==> src/design/w_buf_pkg.sv <==
// --------------------------------------------------------------------------
// Shared widths and types of the W channel buffer
// A decision is accept or drop only. L2 TLB verdicts are not supported
// --------------------------------------------------------------------------

package w_buf_pkg;

  // AXI W channel widths
  localparam int unsigned DATA_W = 32;
  localparam int unsigned STRB_W = DATA_W / 8;
  localparam int unsigned ID_W   = 4;
  localparam int unsigned USER_W = 4;

  // One W beat as held in the input buffer
  typedef struct packed {
    logic [USER_W-1:0] user;
    logic [STRB_W-1:0] strb;
    logic [DATA_W-1:0] data;
    logic              last;
  } w_beat_t;

  // L1 TLB verdict for one burst
  typedef enum logic [1:0] {
    DEC_ACCEPT = 2'd0,
    DEC_DROP   = 2'd1
  } decision_e;

  // One entry of the decision FIFO
  // Flags and ID are handed to the B sender when the burst is dropped
  typedef struct packed {
    logic            prefetch;
    logic            hit;
    logic [ID_W-1:0] id;
    logic            master;
    decision_e       kind;
  } l1_decision_t;

endpackage
==> src/design/axi4_w_buffer.sv <==
// --------------------------------------------------------------------------
// W channel buffer of an address-translating AXI4 slave port
// L1 TLB decisions must arrive in the same order as the W bursts
// At most one of l1_accept_i and l1_drop_i is high in a cycle
// --------------------------------------------------------------------------

`timescale 1ns/1ps

module axi4_w_buffer #(
  parameter int unsigned W_BUF_DEPTH   = 4,
  parameter int unsigned L1_FIFO_DEPTH = 8
) (
  input  logic                          axi4_aclk,
  input  logic                          axi4_arstn,

  // L1 TLB interface
  input  logic                          l1_accept_i,
  input  logic                          l1_drop_i,
  input  logic                          l1_master_i,
  input  logic [w_buf_pkg::ID_W-1:0]    l1_id_i,
  input  logic                          l1_prefetch_i,
  input  logic                          l1_hit_i,
  output logic                          l1_done_o,
  output logic                          input_stall_o,
  output logic                          master_select_o,

  // B sender interface
  output logic                          b_drop_o,
  input  logic                          b_done_i,
  output logic [w_buf_pkg::ID_W-1:0]    id_o,
  output logic                          prefetch_o,
  output logic                          hit_o,

  // Slave W channel
  input  logic [w_buf_pkg::DATA_W-1:0]  s_axi4_wdata,
  input  logic                          s_axi4_wvalid,
  output logic                          s_axi4_wready,
  input  logic [w_buf_pkg::STRB_W-1:0]  s_axi4_wstrb,
  input  logic                          s_axi4_wlast,
  input  logic [w_buf_pkg::USER_W-1:0]  s_axi4_wuser,

  // Master W channel
  output logic [w_buf_pkg::DATA_W-1:0]  m_axi4_wdata,
  output logic                          m_axi4_wvalid,
  input  logic                          m_axi4_wready,
  output logic [w_buf_pkg::STRB_W-1:0]  m_axi4_wstrb,
  output logic                          m_axi4_wlast,
  output logic [w_buf_pkg::USER_W-1:0]  m_axi4_wuser
);

  localparam int unsigned BEAT_W = $bits(w_buf_pkg::w_beat_t);
  localparam int unsigned DEC_W  = $bits(w_buf_pkg::l1_decision_t);

  w_buf_pkg::w_beat_t      w_in;
  w_buf_pkg::w_beat_t      w_head;
  w_buf_pkg::w_beat_t      m_beat;
  logic                    w_head_valid;
  logic                    w_pop;

  w_buf_pkg::l1_decision_t dec_in;
  w_buf_pkg::l1_decision_t dec_head;
  logic                    dec_head_valid;
  logic                    dec_pop;
  logic                    dec_ready;
  logic                    l1_req;

  // Incoming beat
  assign w_in.user = s_axi4_wuser;
  assign w_in.strb = s_axi4_wstrb;
  assign w_in.data = s_axi4_wdata;
  assign w_in.last = s_axi4_wlast;

  sync_fifo #(
    .WIDTH ( BEAT_W      ),
    .DEPTH ( W_BUF_DEPTH )
  ) u_w_fifo (
    .axi4_aclk  ( axi4_aclk     ),
    .axi4_arstn ( axi4_arstn    ),
    .valid_i    ( s_axi4_wvalid ),
    .data_i     ( w_in          ),
    .ready_o    ( s_axi4_wready ),
    .valid_o    ( w_head_valid  ),
    .data_o     ( w_head        ),
    .ready_i    ( w_pop         )
  );

  // Decision entry, drop wins the kind encoding
  assign l1_req          = l1_accept_i | l1_drop_i;
  assign dec_in.prefetch = l1_prefetch_i;
  assign dec_in.hit      = l1_hit_i;
  assign dec_in.id       = l1_id_i;
  assign dec_in.master   = l1_master_i;
  assign dec_in.kind     = l1_drop_i ? w_buf_pkg::DEC_DROP : w_buf_pkg::DEC_ACCEPT;

  sync_fifo #(
    .WIDTH ( DEC_W         ),
    .DEPTH ( L1_FIFO_DEPTH )
  ) u_l1_fifo (
    .axi4_aclk  ( axi4_aclk      ),
    .axi4_arstn ( axi4_arstn     ),
    .valid_i    ( l1_req         ),
    .data_i     ( dec_in         ),
    .ready_o    ( dec_ready      ),
    .valid_o    ( dec_head_valid ),
    .data_o     ( dec_head       ),
    .ready_i    ( dec_pop        )
  );

  // Done is the push itself, a strobe while full is not acknowledged
  assign l1_done_o     = l1_req & dec_ready;
  assign input_stall_o = ~dec_ready;

  w_forward_ctrl u_w_forward_ctrl (
    .axi4_aclk       ( axi4_aclk       ),
    .axi4_arstn      ( axi4_arstn      ),
    .beat_i          ( w_head          ),
    .beat_valid_i    ( w_head_valid    ),
    .beat_pop_o      ( w_pop           ),
    .dec_i           ( dec_head        ),
    .dec_valid_i     ( dec_head_valid  ),
    .dec_pop_o       ( dec_pop         ),
    .m_beat_o        ( m_beat          ),
    .m_valid_o       ( m_axi4_wvalid   ),
    .m_ready_i       ( m_axi4_wready   ),
    .master_select_o ( master_select_o ),
    .b_drop_o        ( b_drop_o        ),
    .b_done_i        ( b_done_i        ),
    .id_o            ( id_o            ),
    .prefetch_o      ( prefetch_o      ),
    .hit_o           ( hit_o           )
  );

  // Outgoing beat
  assign m_axi4_wuser = m_beat.user;
  assign m_axi4_wstrb = m_beat.strb;
  assign m_axi4_wdata = m_beat.data;
  assign m_axi4_wlast = m_beat.last;

endmodule

==> src/design/w_forward_ctrl.sv <==
// --------------------------------------------------------------------------
// Joins the head W beat with the head L1 decision
// Accepted bursts pass through combinationally, dropped ones are absorbed
// and then held for the B sender until b_done_i
// --------------------------------------------------------------------------

`timescale 1ns/1ps

module w_forward_ctrl (
  input  logic                              axi4_aclk,
  input  logic                              axi4_arstn,
  // Head of the W beat FIFO
  input  w_buf_pkg::w_beat_t                beat_i,
  input  logic                              beat_valid_i,
  output logic                              beat_pop_o,
  // Head of the decision FIFO
  input  w_buf_pkg::l1_decision_t           dec_i,
  input  logic                              dec_valid_i,
  output logic                              dec_pop_o,
  // Master W channel
  output w_buf_pkg::w_beat_t                m_beat_o,
  output logic                              m_valid_o,
  input  logic                              m_ready_i,
  output logic                              master_select_o,
  // B sender
  output logic                              b_drop_o,
  input  logic                              b_done_i,
  output logic [w_buf_pkg::ID_W-1:0]        id_o,
  output logic                              prefetch_o,
  output logic                              hit_o
);

  logic w_done;
  logic b_drop_set;
  logic b_drop_clr;

  // Decision fields are always visible, the B sender samples them on b_drop_o
  assign id_o            = dec_i.id;
  assign prefetch_o      = dec_i.prefetch;
  assign hit_o           = dec_i.hit;
  assign master_select_o = dec_i.master;

  // Per cycle action on the head beat
  always_comb begin
    m_beat_o   = '0;
    m_valid_o  = 1'b0;
    beat_pop_o = 1'b0;
    w_done     = 1'b0;
    b_drop_set = 1'b0;

    if (dec_valid_i) begin
      case (dec_i.kind)
        w_buf_pkg::DEC_ACCEPT: begin
          // Forward the beat, popping on the master handshake
          m_beat_o   = beat_i;
          m_valid_o  = beat_valid_i;
          beat_pop_o = m_ready_i;
          w_done     = beat_valid_i & m_ready_i & beat_i.last;
        end
        w_buf_pkg::DEC_DROP: begin
          // Throw beats away until the last one, then wait for the B sender
          if (!b_drop_o) begin
            beat_pop_o = 1'b1;
            b_drop_set = beat_valid_i & beat_i.last;
          end
        end
        default: begin
          // Unused encoding, the head is left untouched
          beat_pop_o = 1'b0;
        end
      endcase
    end
  end

  assign b_drop_clr = b_drop_o & b_done_i;

  // Decision leaves the FIFO after its burst is fully handled
  assign dec_pop_o = w_done | b_drop_clr;

  // Level towards the B sender, held until it answers
  always_ff @(posedge axi4_aclk or negedge axi4_arstn) begin
    if (!axi4_arstn) begin
      b_drop_o <= 1'b0;
    end else if (b_drop_clr) begin
      b_drop_o <= 1'b0;
    end else if (b_drop_set) begin
      b_drop_o <= 1'b1;
    end
  end

endmodule

==> src/design/sync_fifo.sv <==
// --------------------------------------------------------------------------
// Synchronous FIFO with valid/ready on both sides, DEPTH of 2 or more
// No fall-through: a pushed item is visible on the output after the edge
// --------------------------------------------------------------------------

`timescale 1ns/1ps

module sync_fifo #(
  parameter int unsigned WIDTH = 8,
  parameter int unsigned DEPTH = 4
) (
  input  logic             axi4_aclk,
  input  logic             axi4_arstn,
  // Push side
  input  logic             valid_i,
  input  logic [WIDTH-1:0] data_i,
  output logic             ready_o,
  // Pop side
  output logic             valid_o,
  output logic [WIDTH-1:0] data_o,
  input  logic             ready_i
);

  localparam int unsigned PTR_W = $clog2(DEPTH);
  localparam int unsigned CNT_W = $clog2(DEPTH + 1);

  logic [WIDTH-1:0] mem [DEPTH];
  logic [PTR_W-1:0] wr_ptr;
  logic [PTR_W-1:0] rd_ptr;
  logic [CNT_W-1:0] count;
  logic             push;
  logic             pop;

  assign ready_o = (count != CNT_W'(DEPTH));
  assign valid_o = (count != '0);

  assign push = valid_i & ready_o;
  assign pop  = valid_o & ready_i;

  assign data_o = mem[rd_ptr];

  // Storage array, written only on a push
  always_ff @(posedge axi4_aclk) begin
    if (push) begin
      mem[wr_ptr] <= data_i;
    end
  end

  // Pointers wrap at DEPTH so any depth works, not only powers of two
  always_ff @(posedge axi4_aclk or negedge axi4_arstn) begin
    if (!axi4_arstn) begin
      wr_ptr <= '0;
    end else if (push) begin
      if (wr_ptr == PTR_W'(DEPTH - 1)) begin
        wr_ptr <= '0;
      end else begin
        wr_ptr <= wr_ptr + 1'b1;
      end
    end
  end

  always_ff @(posedge axi4_aclk or negedge axi4_arstn) begin
    if (!axi4_arstn) begin
      rd_ptr <= '0;
    end else if (pop) begin
      if (rd_ptr == PTR_W'(DEPTH - 1)) begin
        rd_ptr <= '0;
      end else begin
        rd_ptr <= rd_ptr + 1'b1;
      end
    end
  end

  // Occupancy, unchanged when push and pop coincide
  always_ff @(posedge axi4_aclk or negedge axi4_arstn) begin
    if (!axi4_arstn) begin
      count <= '0;
    end else if (push && !pop) begin
      count <= count + 1'b1;
    end else if (pop && !push) begin
      count <= count - 1'b1;
    end
  end

endmodule

==> config.mk <==
export PLATFORM = sky130hd
export DESIGN_NAME = axi4_w_buffer
export DESIGN_NICKNAME = d
export VERILOG_FILES = /design/src/design/w_buf_pkg.sv /design/src/design/axi4_w_buffer.sv /design/src/design/w_forward_ctrl.sv /design/src/design/sync_fifo.sv
export SDC_FILE = /design/constraint.sdc
export NUM_CORES = 1
export LEC_CHECK = 0
export BUFFER_PORTS_ARGS = -buffer_cell sky130_fd_sc_hd__buf_2
export CAP_MARGIN = 20
export CORE_MARGIN = 2
export CORE_UTILIZATION = 45
export DETAILED_ROUTE_END_ITERATION = 8
export GPL_TIMING_DRIVEN = 0
export SLEW_MARGIN = 20
export SYNTH_ARGS = -nofsm -noshare
export SYNTH_HDL_FRONTEND = slang
export SYNTH_HIERARCHICAL = 1
export SYNTH_SLANG_ARGS = --single-unit
==> constraint.sdc <==
create_clock -name axi4_aclk -period 7.44 [get_ports axi4_aclk]
set_clock_uncertainty 0.1 [all_clocks]
set_input_delay 2.232 -clock axi4_aclk [delete_from_list [all_inputs] [get_ports axi4_aclk]]
set_output_delay 2.232 -clock axi4_aclk [all_outputs]
set_load 0.01 [all_outputs]
# Word-level counts from Yosys, hierarchy flattened
# Memory sizes are Yosys's and may differ from the RTL's.
# Cells that the tools add are included.
[totals]
regBits = 18
ram_bits = 228
inputBits = 55
out_inout_bits = 53
word_cells = 76
n_memories = 2
[op_classes]
add_sub_neg = 8
eq_ne = 7
muxes = 27
bitwise = 11
reduce_logical = 14
[memory_table]
columns = ["name", "depth", "word_bits", "rd", "rd_clocked_by_memory_dff", "write_ports", "line", "source"]
rows = [
  ["u_w_fifo.mem", 4, 41, 1, 0, 1, "sync_fifo.sv:27", "logic [WIDTH-1:0] mem [DEPTH];"],
  ["u_l1_fifo.mem", 8, 8, 1, 0, 1, "sync_fifo.sv:27", ""],
]
[ops]
columns = ["op", "n"]
rows = [
  ["41-bit 2-to-1 mux", 2],
  ["1-bit 2-to-1 mux", 16],
  ["3-bit 2-to-1 mux", 4],
  ["3-bit by 1-bit adder with 3-bit output, second input constant", 3],
  ["1-bit bitwise AND", 8],
  ["4-bit 2-to-1 mux", 2],
  ["3-bit equality test, second input constant", 2],
  ["2-bit nonzero test", 3],
  ["2-bit by 1-bit adder with 2-bit output, second input constant", 2],
  ["4-bit by 1-bit adder with 4-bit output, second input constant", 1],
  ["2-bit equality test, second input constant", 2],
  ["1-bit logical AND", 4],
  ["1-bit logical NOT", 4],
  ["2-bit 2-to-1 mux", 2],
  ["4-bit != test, second input constant", 1],
  ["4-bit nonzero test", 1],
  ["4-bit by 1-bit subtractor with 4-bit output, second input constant", 1],
  ["3-bit != test, second input constant", 1],
  ["3-bit nonzero test", 1],
  ["3-bit by 1-bit subtractor with 3-bit output, second input constant", 1],
  ["2-bit by 1-bit equality test with 1-bit output, second input constant", 1],
  ["2-bit logical NOT", 1],
  ["1-bit OR", 2],
  ["1-bit case mux with 2 select lines", 1],
  ["1-bit inverter", 1],
]

# Longest topological paths before layout
# Gate-level depths: netlist of the first run.
[depth]
depth_word = 10
ltp_mapped = 13
mapped_depth_nobuf = 11

# Cells and area by module
# The synthesis of the first run kept the hierarchy.
[by_module_without_submodules]
columns = ["module", "instances", "cells_per_inst", "area_each_um2", "seq_area_each_um2"]
rows = [
  ["sync_fifo at u_w_fifo", 1, 251, 6348.6, 5099.9],
  ["sync_fifo at u_l1_fifo", 1, 168, 3460.8, 2412.3],
  ["w_forward_ctrl", 1, 64, 469.2, 25.0],
  ["axi4_w_buffer", 1, 4, 21.3, 0.0],
]

# Least setup slack after synthesis of the first run
# No wires, ideal clock.
[synth_path]
kind = "in2out"
from = "input l1_drop_i"
to = "output l1_done_o"
arrival_time_ns = 2.428
t_required_ns = 5.108
slack_ns = 2.680
path_stages = 1
path_buffers = 0
cell_sequence = "o21a_1"
[synth_between]
elab_chain_cells = 2
[synth_rtl]
columns = ["element", "line", "source"]
rows = [
  ["start: declaration", "axi4_w_buffer.sv:18", "input logic l1_drop_i,"],
  ["1-bit OR", "axi4_w_buffer.sv:88", "assign l1_req = l1_accept_i | l1_drop_i;"],
  ["1-bit bitwise AND", "axi4_w_buffer.sv:110", "assign l1_done_o = l1_req & dec_ready;"],
  ["end: declaration", "axi4_w_buffer.sv:23", "output logic l1_done_o,"],
]
# No other way between the ends.

# Worst setup path in the final report of the first run
[layout_path]
from = "register u_l1_fifo.rd_ptr[1]"
to = "output m_axi4_wuser[2] (netlist bit)"
[layout_between]
elab_chain_cells = 4
[layout_rtl]
columns = ["element", "line", "source"]
rows = [
  ["start: declaration", "sync_fifo.sv:29", "logic [PTR_W-1:0] rd_ptr;"],
  ["start signal: assignment", "sync_fifo.sv:69", "rd_ptr <= rd_ptr + 1'b1;"],
  ["memory 8 x 8 bit", "-", ""],
  ["2-bit logical NOT", "w_forward_ctrl.sv:52", "case (dec_i.kind)"],
  ["41-bit 2-to-1 mux", "w_forward_ctrl.sv:52", ""],
  ["41-bit 2-to-1 mux", "w_forward_ctrl.sv:51", "if (dec_valid_i) begin"],
  ["end: declaration", "axi4_w_buffer.sv:48", "output logic [w_buf_pkg::USER_W-1:0] m_axi4_wuser"],
]
# No other way between the ends.

==> results of run 1 <==
worst paths after layout:
check / startpoint / end / slack (ns) / depth (start not counted)
setup / recovery: u_l1_fifo/rd_ptr[1] / m_axi4_wuser[2] / 1.67 / 8
hold / removal: u_w_fifo/count[2] / u_w_fifo/count[2] / 0.42 / 1
setup reg to reg: u_l1_fifo/rd_ptr[1] / u_l1_fifo/count[3] / 3.70 / 13
hold reg to reg: u_w_fifo/count[2] / u_w_fifo/count[2] / 0.42 / 1
max in group asynchronous: axi4_arstn / u_w_fifo/count[0] / 5.39 / 1
min in group asynchronous: axi4_arstn / u_w_fifo/count[1] / 1.55 / 1
synthesized netlist by cell type (all sizes together) (2+ instances only):
master | n | share of area
edfxtp | 236 | 0.69
mux4 | 59 | 0.14
and2 | 43 | 0.030
mux2 | 21 | 0.025
buf | 19 | 0.013
dfrtp | 18 | 0.044
ha | 13 | 0.016
nor2 | 10 | 0.0036
clkbuf | 8 | 0.0034
inv | 8 | 0.0029
nand2 | 6 | 0.0036
and3 | 5 | 0.0035
nor3 | 5 | 0.0024
nand3 | 3 | 0.0015
xnor2 | 3 | 0.0026
a21oi | 2 | 0.00097
fa | 2 | 0.0039
nand2b | 2 | 0.0012
nor3b | 2 | 0.0019
o211ai | 2 | 0.0015
or3 | 2 | 0.0013
or4 | 2 | 0.0018
xor2 | 2 | 0.0017
power by group:
part           leakage (nW)  internal, W  switching [W]
logic                  1.64     0.000872       0.000902
registers              2.37      0.00191       0.000111
clock network         0.410     0.000710       0.000509
worst max-delay path: stages, from the launching register on:
cell      delay, ns
dfrtp_1        0.35
buf_2          0.26
buf_2          0.36
mux4_1         0.35
mux2_2         0.34
nor3b_2        0.59
clkbuf_2       0.34
and2_2         0.19
buf_2          0.13
logic make-up after synthesis:
logic type               share of synthesized area
XOR/XNOR                                   0.00425
multiplexers                                 0.161
AO/OA/AOI/OAI                              0.00741
flip-flops                                   0.732
other                                     0.000364
AND/OR/NAND/NOR                             0.0562
buffers and inverters                       0.0193
adder cells (fa/ha/maj)                     0.0197
cell type report:
class                      instances  area, sq um
antenna                            1         2.50
buffer                            27          169
clock buffer                      36          718
clock inverter                    12         96.3
fill                            1799        10500
inverter                           8         30.0
multi-input combinational        205         2630
sequential                       254         7540
tap                              285          357
timing repair buffer             112          573
registers in the layout (all words and copies together), names as in the netlist:
| signal | count |
|---|---|
| u_w_fifo/mem | 164 |
| u_l1_fifo/mem | 72 |
| u_l1_fifo/count | 4 |
| u_l1_fifo/rd_ptr | 3 |
| u_l1_fifo/wr_ptr | 3 |
| u_w_fifo/count | 3 |
| u_w_fifo/rd_ptr | 2 |
| u_w_fifo/wr_ptr | 2 |
| u_w_forward_ctrl/b_drop_o | 1 |
layer usage:
layer  part of all wire  wire [um]
met1               0.42       8040
met2               0.51       9760
met3              0.048        903
met4              0.015        288
met5            0.00063         12
stage by stage:
step | instances | area [sq um] | utilization | hold WS (ns) | power [W]
after global routing | 939 | 12100 | 0.537 | 0.439 | 0.00531
after global placement | 886 | 11200 | 0.497 | 0.370 | 0.00377
final | 940 | 12100 | 0.537 | 0.425 | 0.00501
after CTS | 939 | 12100 | 0.537 | 0.421 | 0.00510
after floorplan | 494 | 10300 | - | 0.347 | 0.00327
after detailed placement | 891 | 11300 | 0.500 | 0.403 | 0.00387
layout by cell type, fill, tap and decap left out, types with 11 or more instances in the layout:
cell         n
and2_2      32
buf_2      112
buf_4       16
clkbuf_1    11
clkbuf_16   26
dfrtp_1     18
edfxtp_1   236
ha_1        13
mux2_2      16
mux4_1      17
mux4_2      42
==> results_dict.tcl, run 1 <==
set metrics [dict create \
    required_ns 5.11 \
    met1_usage 0.204 \
    synth_edf_count 236 \
    outcome "completed" \
    cts_sinks 254 \
    drc_errors 0 \
    antenna_found_initial 2 \
    wirelength_um 19000 \
    drtIter0Drc 242 \
    ir_drop_mv 0.210 \
    grt_first_pass_wirelength_um 29500 \
    start_kind "flop" \
    path_max_fanout 10 \
    worst_pin_slew_ns 1.10 \
    start_util 0.456 \
    synth-main-ff-cell "edfxtp_1" \
    fp.dieW_um 155 \
    wl_per_cell_um 20.2 \
    synth_area_sq_um 10300 \
    io_pins 108 \
    clockBufferDepth 3 \
    rsz0062_at_grt "no" \
    coreArea_sq_um 22600 \
    final-setup-viol-count 0 \
    powerDensity_nw_per_um2 414 \
    fin_setup_tns_ns 0 \
    max-slew-margin-rel 0.264 \
    fp.dieH_um 155 \
    grt-ovfl-total 0 \
    synth_async_sr_flop_share 0.0709 \
    globalplace.congestion 0.715 \
    setup_ws_ns 1.67 \
    dr.pass1.iters 4 \
    drive_gt1_frac 0.439 \
    final_nets 704 \
    use_met3 0.0343 \
    grt_pass1_vias 5349 \
    busiest_layer "met2" \
    die_area_sq_um 24100 \
    rows 55 \
    worstPathArrival_ns 3.43 \
    post_cts_buffers 0 \
    vias 4952 \
    avgSynthCellArea_sq_um 21.1 \
    synth_cell_types 50 \
    cp-end-kind "output port" \
    ys_seq_area_frac 0.732 \
    ys_ff_latch 254 \
    cts_tree "built" \
    synthToLayoutAreaGrowth_pct 17.6 \
    hold_viol 0 \
    min_period_ns 5.77 \
    grt_max_degree 42 \
    synth-warning-count 6 \
    grt_usage 0.160 \
    dp_hpwl_um 11900 \
    power_leakage_nw 4.42 \
    clkLatencyLatePin_ns 0.52 \
    clk_pin_slew_ns 0.06 \
    htree_levels 1 \
    cts_buffers 26 \
    grt_use_met2 0.282 \
    hold_path.class "reg2reg" \
    place_ws_ns 2.18 \
    ant_nets 0 \
    critPathKind "reg2out" \
    max_cap_violations 0 \
    place.port_buffers 107 \
    synthCells 487 \
    viasPerCell 5.27 \
    slew_violations 0 \
    cts-hold-fix-buffers 0 \
    cts_root_buf "clkbuf_16" \
    ctsResizeCount 0 \
    max_freq_ghz 0.173 \
    fin_crit_sh 0.775 \
]
No activity file was read; power rests on OpenSTA's default activity.
==> run 2, diff against run 1 <==
--- a/config.mk
+++ b/config.mk
@@ -11,6 +11,7 @@
 export CORE_UTILIZATION = 45
 export DETAILED_ROUTE_END_ITERATION = 8
 export GPL_TIMING_DRIVEN = 0
+export PLACE_DENSITY = 0.66
 export SLEW_MARGIN = 20
 export SYNTH_ARGS = -nofsm -noshare
 export SYNTH_HDL_FRONTEND = slang
==> constraint.sdc (replaced) <==
create_clock -name axi4_aclk -period 4.72 [get_ports axi4_aclk]
set_clock_uncertainty 0.1 [all_clocks]
set_input_delay 1.416 -clock axi4_aclk [delete_from_list [all_inputs] [get_ports axi4_aclk]]
set_output_delay 1.416 -clock axi4_aclk [all_outputs]
set_load 0.01 [all_outputs]
==> results_dict.tcl, run 2 (same netlist as run 1, synthesis figures left out) <==
set metrics [dict create \
    final_cell_mix "edfxtp_1 (236), buf_2 (112), mux4_2 (42)" \
    rsz0062_at_grt "no" \
    outcome "completed" \
    regArea_sq_um 7540 \
    cts_buffers 25 \
    final-setup-viol-count 0 \
    cts_sinks 254 \
    vias 4982 \
    dp_hpwl_um 12300 \
    grt_max_degree 42 \
    worstPathArrival_ns 3.02 \
    ff2ff_setup_slack_ns 1.14 \
    grt_usage 0.158 \
    ir_drop_mv 0.311 \
    post_cts_buffers 0 \
    drtIter0Drc 232 \
    grt-ovfl-total 0 \
    critPathKind "reg2out" \
    cp-end-kind "output port" \
    fin_cells 939 \
    max_cap_violations 0 \
    path_buf_inv 3 \
    start_util 0.456 \
    wl_per_cell_um 20.1 \
    clockBufferDepth 3 \
    globalplace.congestion 0.715 \
    fp.dieH_um 155 \
    cts_root_buf "clkbuf_16" \
    ant_nets 0 \
    die_area_sq_um 24100 \
    hold_path.class "reg2reg" \
    place_ws_ns 0.450 \
    start_kind "flop" \
    fin_crit_sh 0.961 \
    coreArea_sq_um 22600 \
    io_pins 108 \
    cpMostUsedCell "buf_2" \
    dr.pass1.iters 4 \
    largest_reg_flops 164 \
    hold_viol 0 \
    power_leakage_nw 4.42 \
    slowest_stage "mux4_1" \
    clk_pin_slew_ns 0.06 \
    cp_cell_sequence "buf_6 > mux4_1 > mux2_2 > nor3b_4 > buf_2 > and2_1 > buf_2" \
    worst_pin_slew_ns 1.11 \
    path_max_fanout 10 \
    powerDensity_nw_per_um2 650 \
    fill_cells 1773 \
    wirelength_um 18800 \
    clkLatencyLatePin_ns 0.52 \
    grt_pass1_vias 5366 \
    place.port_buffers 107 \
    setup_ws_ns 0.186 \
    dp.cells 893 \
    required_ns 3.20 \
    final_nets 705 \
    htree_levels 1 \
    largest-register "u_w_fifo/mem" \
    max-slew-margin-rel 0.256 \
    drc_errors 0 \
    cts_tree "built" \
    slew_violations 0 \
    viasPerCell 5.31 \
    largestRegisters "u_w_fifo/mem (164), u_l1_fifo/mem (72), u_l1_fifo/count (4)" \
    max_freq_ghz 0.221 \
    worst_hold_slack_ns 0.389 \
    antenna_found_initial 3 \
    crit_path_max_incr_delay_ns 0.58 \
    fp.dieW_um 155 \
    fin_setup_tns_ns 0 \
    grt_first_pass_wirelength_um 29100 \
    min_period_ns 4.53 \
    mostFrequentLayoutCell "edfxtp_1" \
    rows 55 \
    drive_gt1_frac 0.438 \
    multi_input_area_sq_um 2630 \
    synthToLayoutAreaGrowth_pct 17.8 \
    crit_family "multiplexers" \
]
==> run 2: changes by cell type in the layout (fill, tap and decap cells not counted), sizes merged <==
cell	before	now
clkinvlp	0	1
clkbuf	44	39
buf	131	133
clkinv	11	9
inv	8	10
bufinv	1	2
==> run 2: where the power goes <==
part | leakage (nW) | total [W] | switching, W | internal [W]
Clock | 0.389 | 0.00189 | 0.000797 | 0.00110
Sequential | 2.37 | 0.00318 | 0.000175 | 0.00301
Combinational | 1.66 | 0.00282 | 0.00142 | 0.00140
==> run 2: worst register-to-register path, stage by stage (launching register included) <==
cell      delay (ns)
dfrtp_1         0.41
buf_6           0.20
mux4_1          0.58
mux2_2          0.34
nor2_1          0.10
a32o_1          0.21
nand2_4         0.08
ha_1            0.25
inv_1           0.15
ha_1            0.31
or4_1           0.52
o211ai_1        0.11
o211ai_1        0.10
==> run 2: worst paths after layout <==
check	from	to	depth (start not counted)
worst max-delay path	u_l1_fifo/rd_ptr[0]	m_axi4_wdata[4]	7
worst min-delay path	u_w_fifo/count[2]	u_w_fifo/count[2]	1
worst max register to register	u_l1_fifo/rd_ptr[0]	u_l1_fifo/count[3]	12
worst min register to register	u_w_fifo/count[2]	u_w_fifo/count[2]	1
max in group asynchronous	axi4_arstn	u_l1_fifo/wr_ptr[1]	1
min in group asynchronous	axi4_arstn	u_l1_fifo/wr_ptr[0]	1
==> run 2: metal layers <==
metal,global-route usage,vias up,wire length (um)
met4,0.0437,2,351
met3,0.0337,28,908
met2,0.268,119,9440
met1,0.209,2568,8120
li1,-,2265,-
met5,0,-,13
==> run 2: cell type report <==
| cell class | instances | share of cell area |
|---|---|---|
| sequential | 254 | 0.621 |
| multi-input combinational | 205 | 0.217 |
| clock buffer | 31 | 0.0534 |
| timing repair buffer | 114 | 0.0506 |
| tap | 285 | 0.0294 |
| buffer | 27 | 0.0143 |
| clock inverter | 14 | 0.0118 |
| inverter | 8 | 0.00247 |
| antenna | 1 | 0.000206 |
==> run 2: metrics by stage <==
step                total power [W]  utilization  area [sq um]
global placement            0.00590        0.497         11200
floorplan                   0.00515            -         10300
CTS                         0.00801        0.537         12100
global route                0.00834        0.538         12100
finish                      0.00789        0.538         12100
detailed placement          0.00609        0.502         11300
==> run 2: repair_timing <==
| item | 4_1_cts | 5_1_grt |
|---|---|---|
| pin swaps | 0 | 1 |
| hold buffers | 0 | 0 |
| setup endpoints to repair | 40 | 5 |
| gates resized for setup | 2 | 2 |
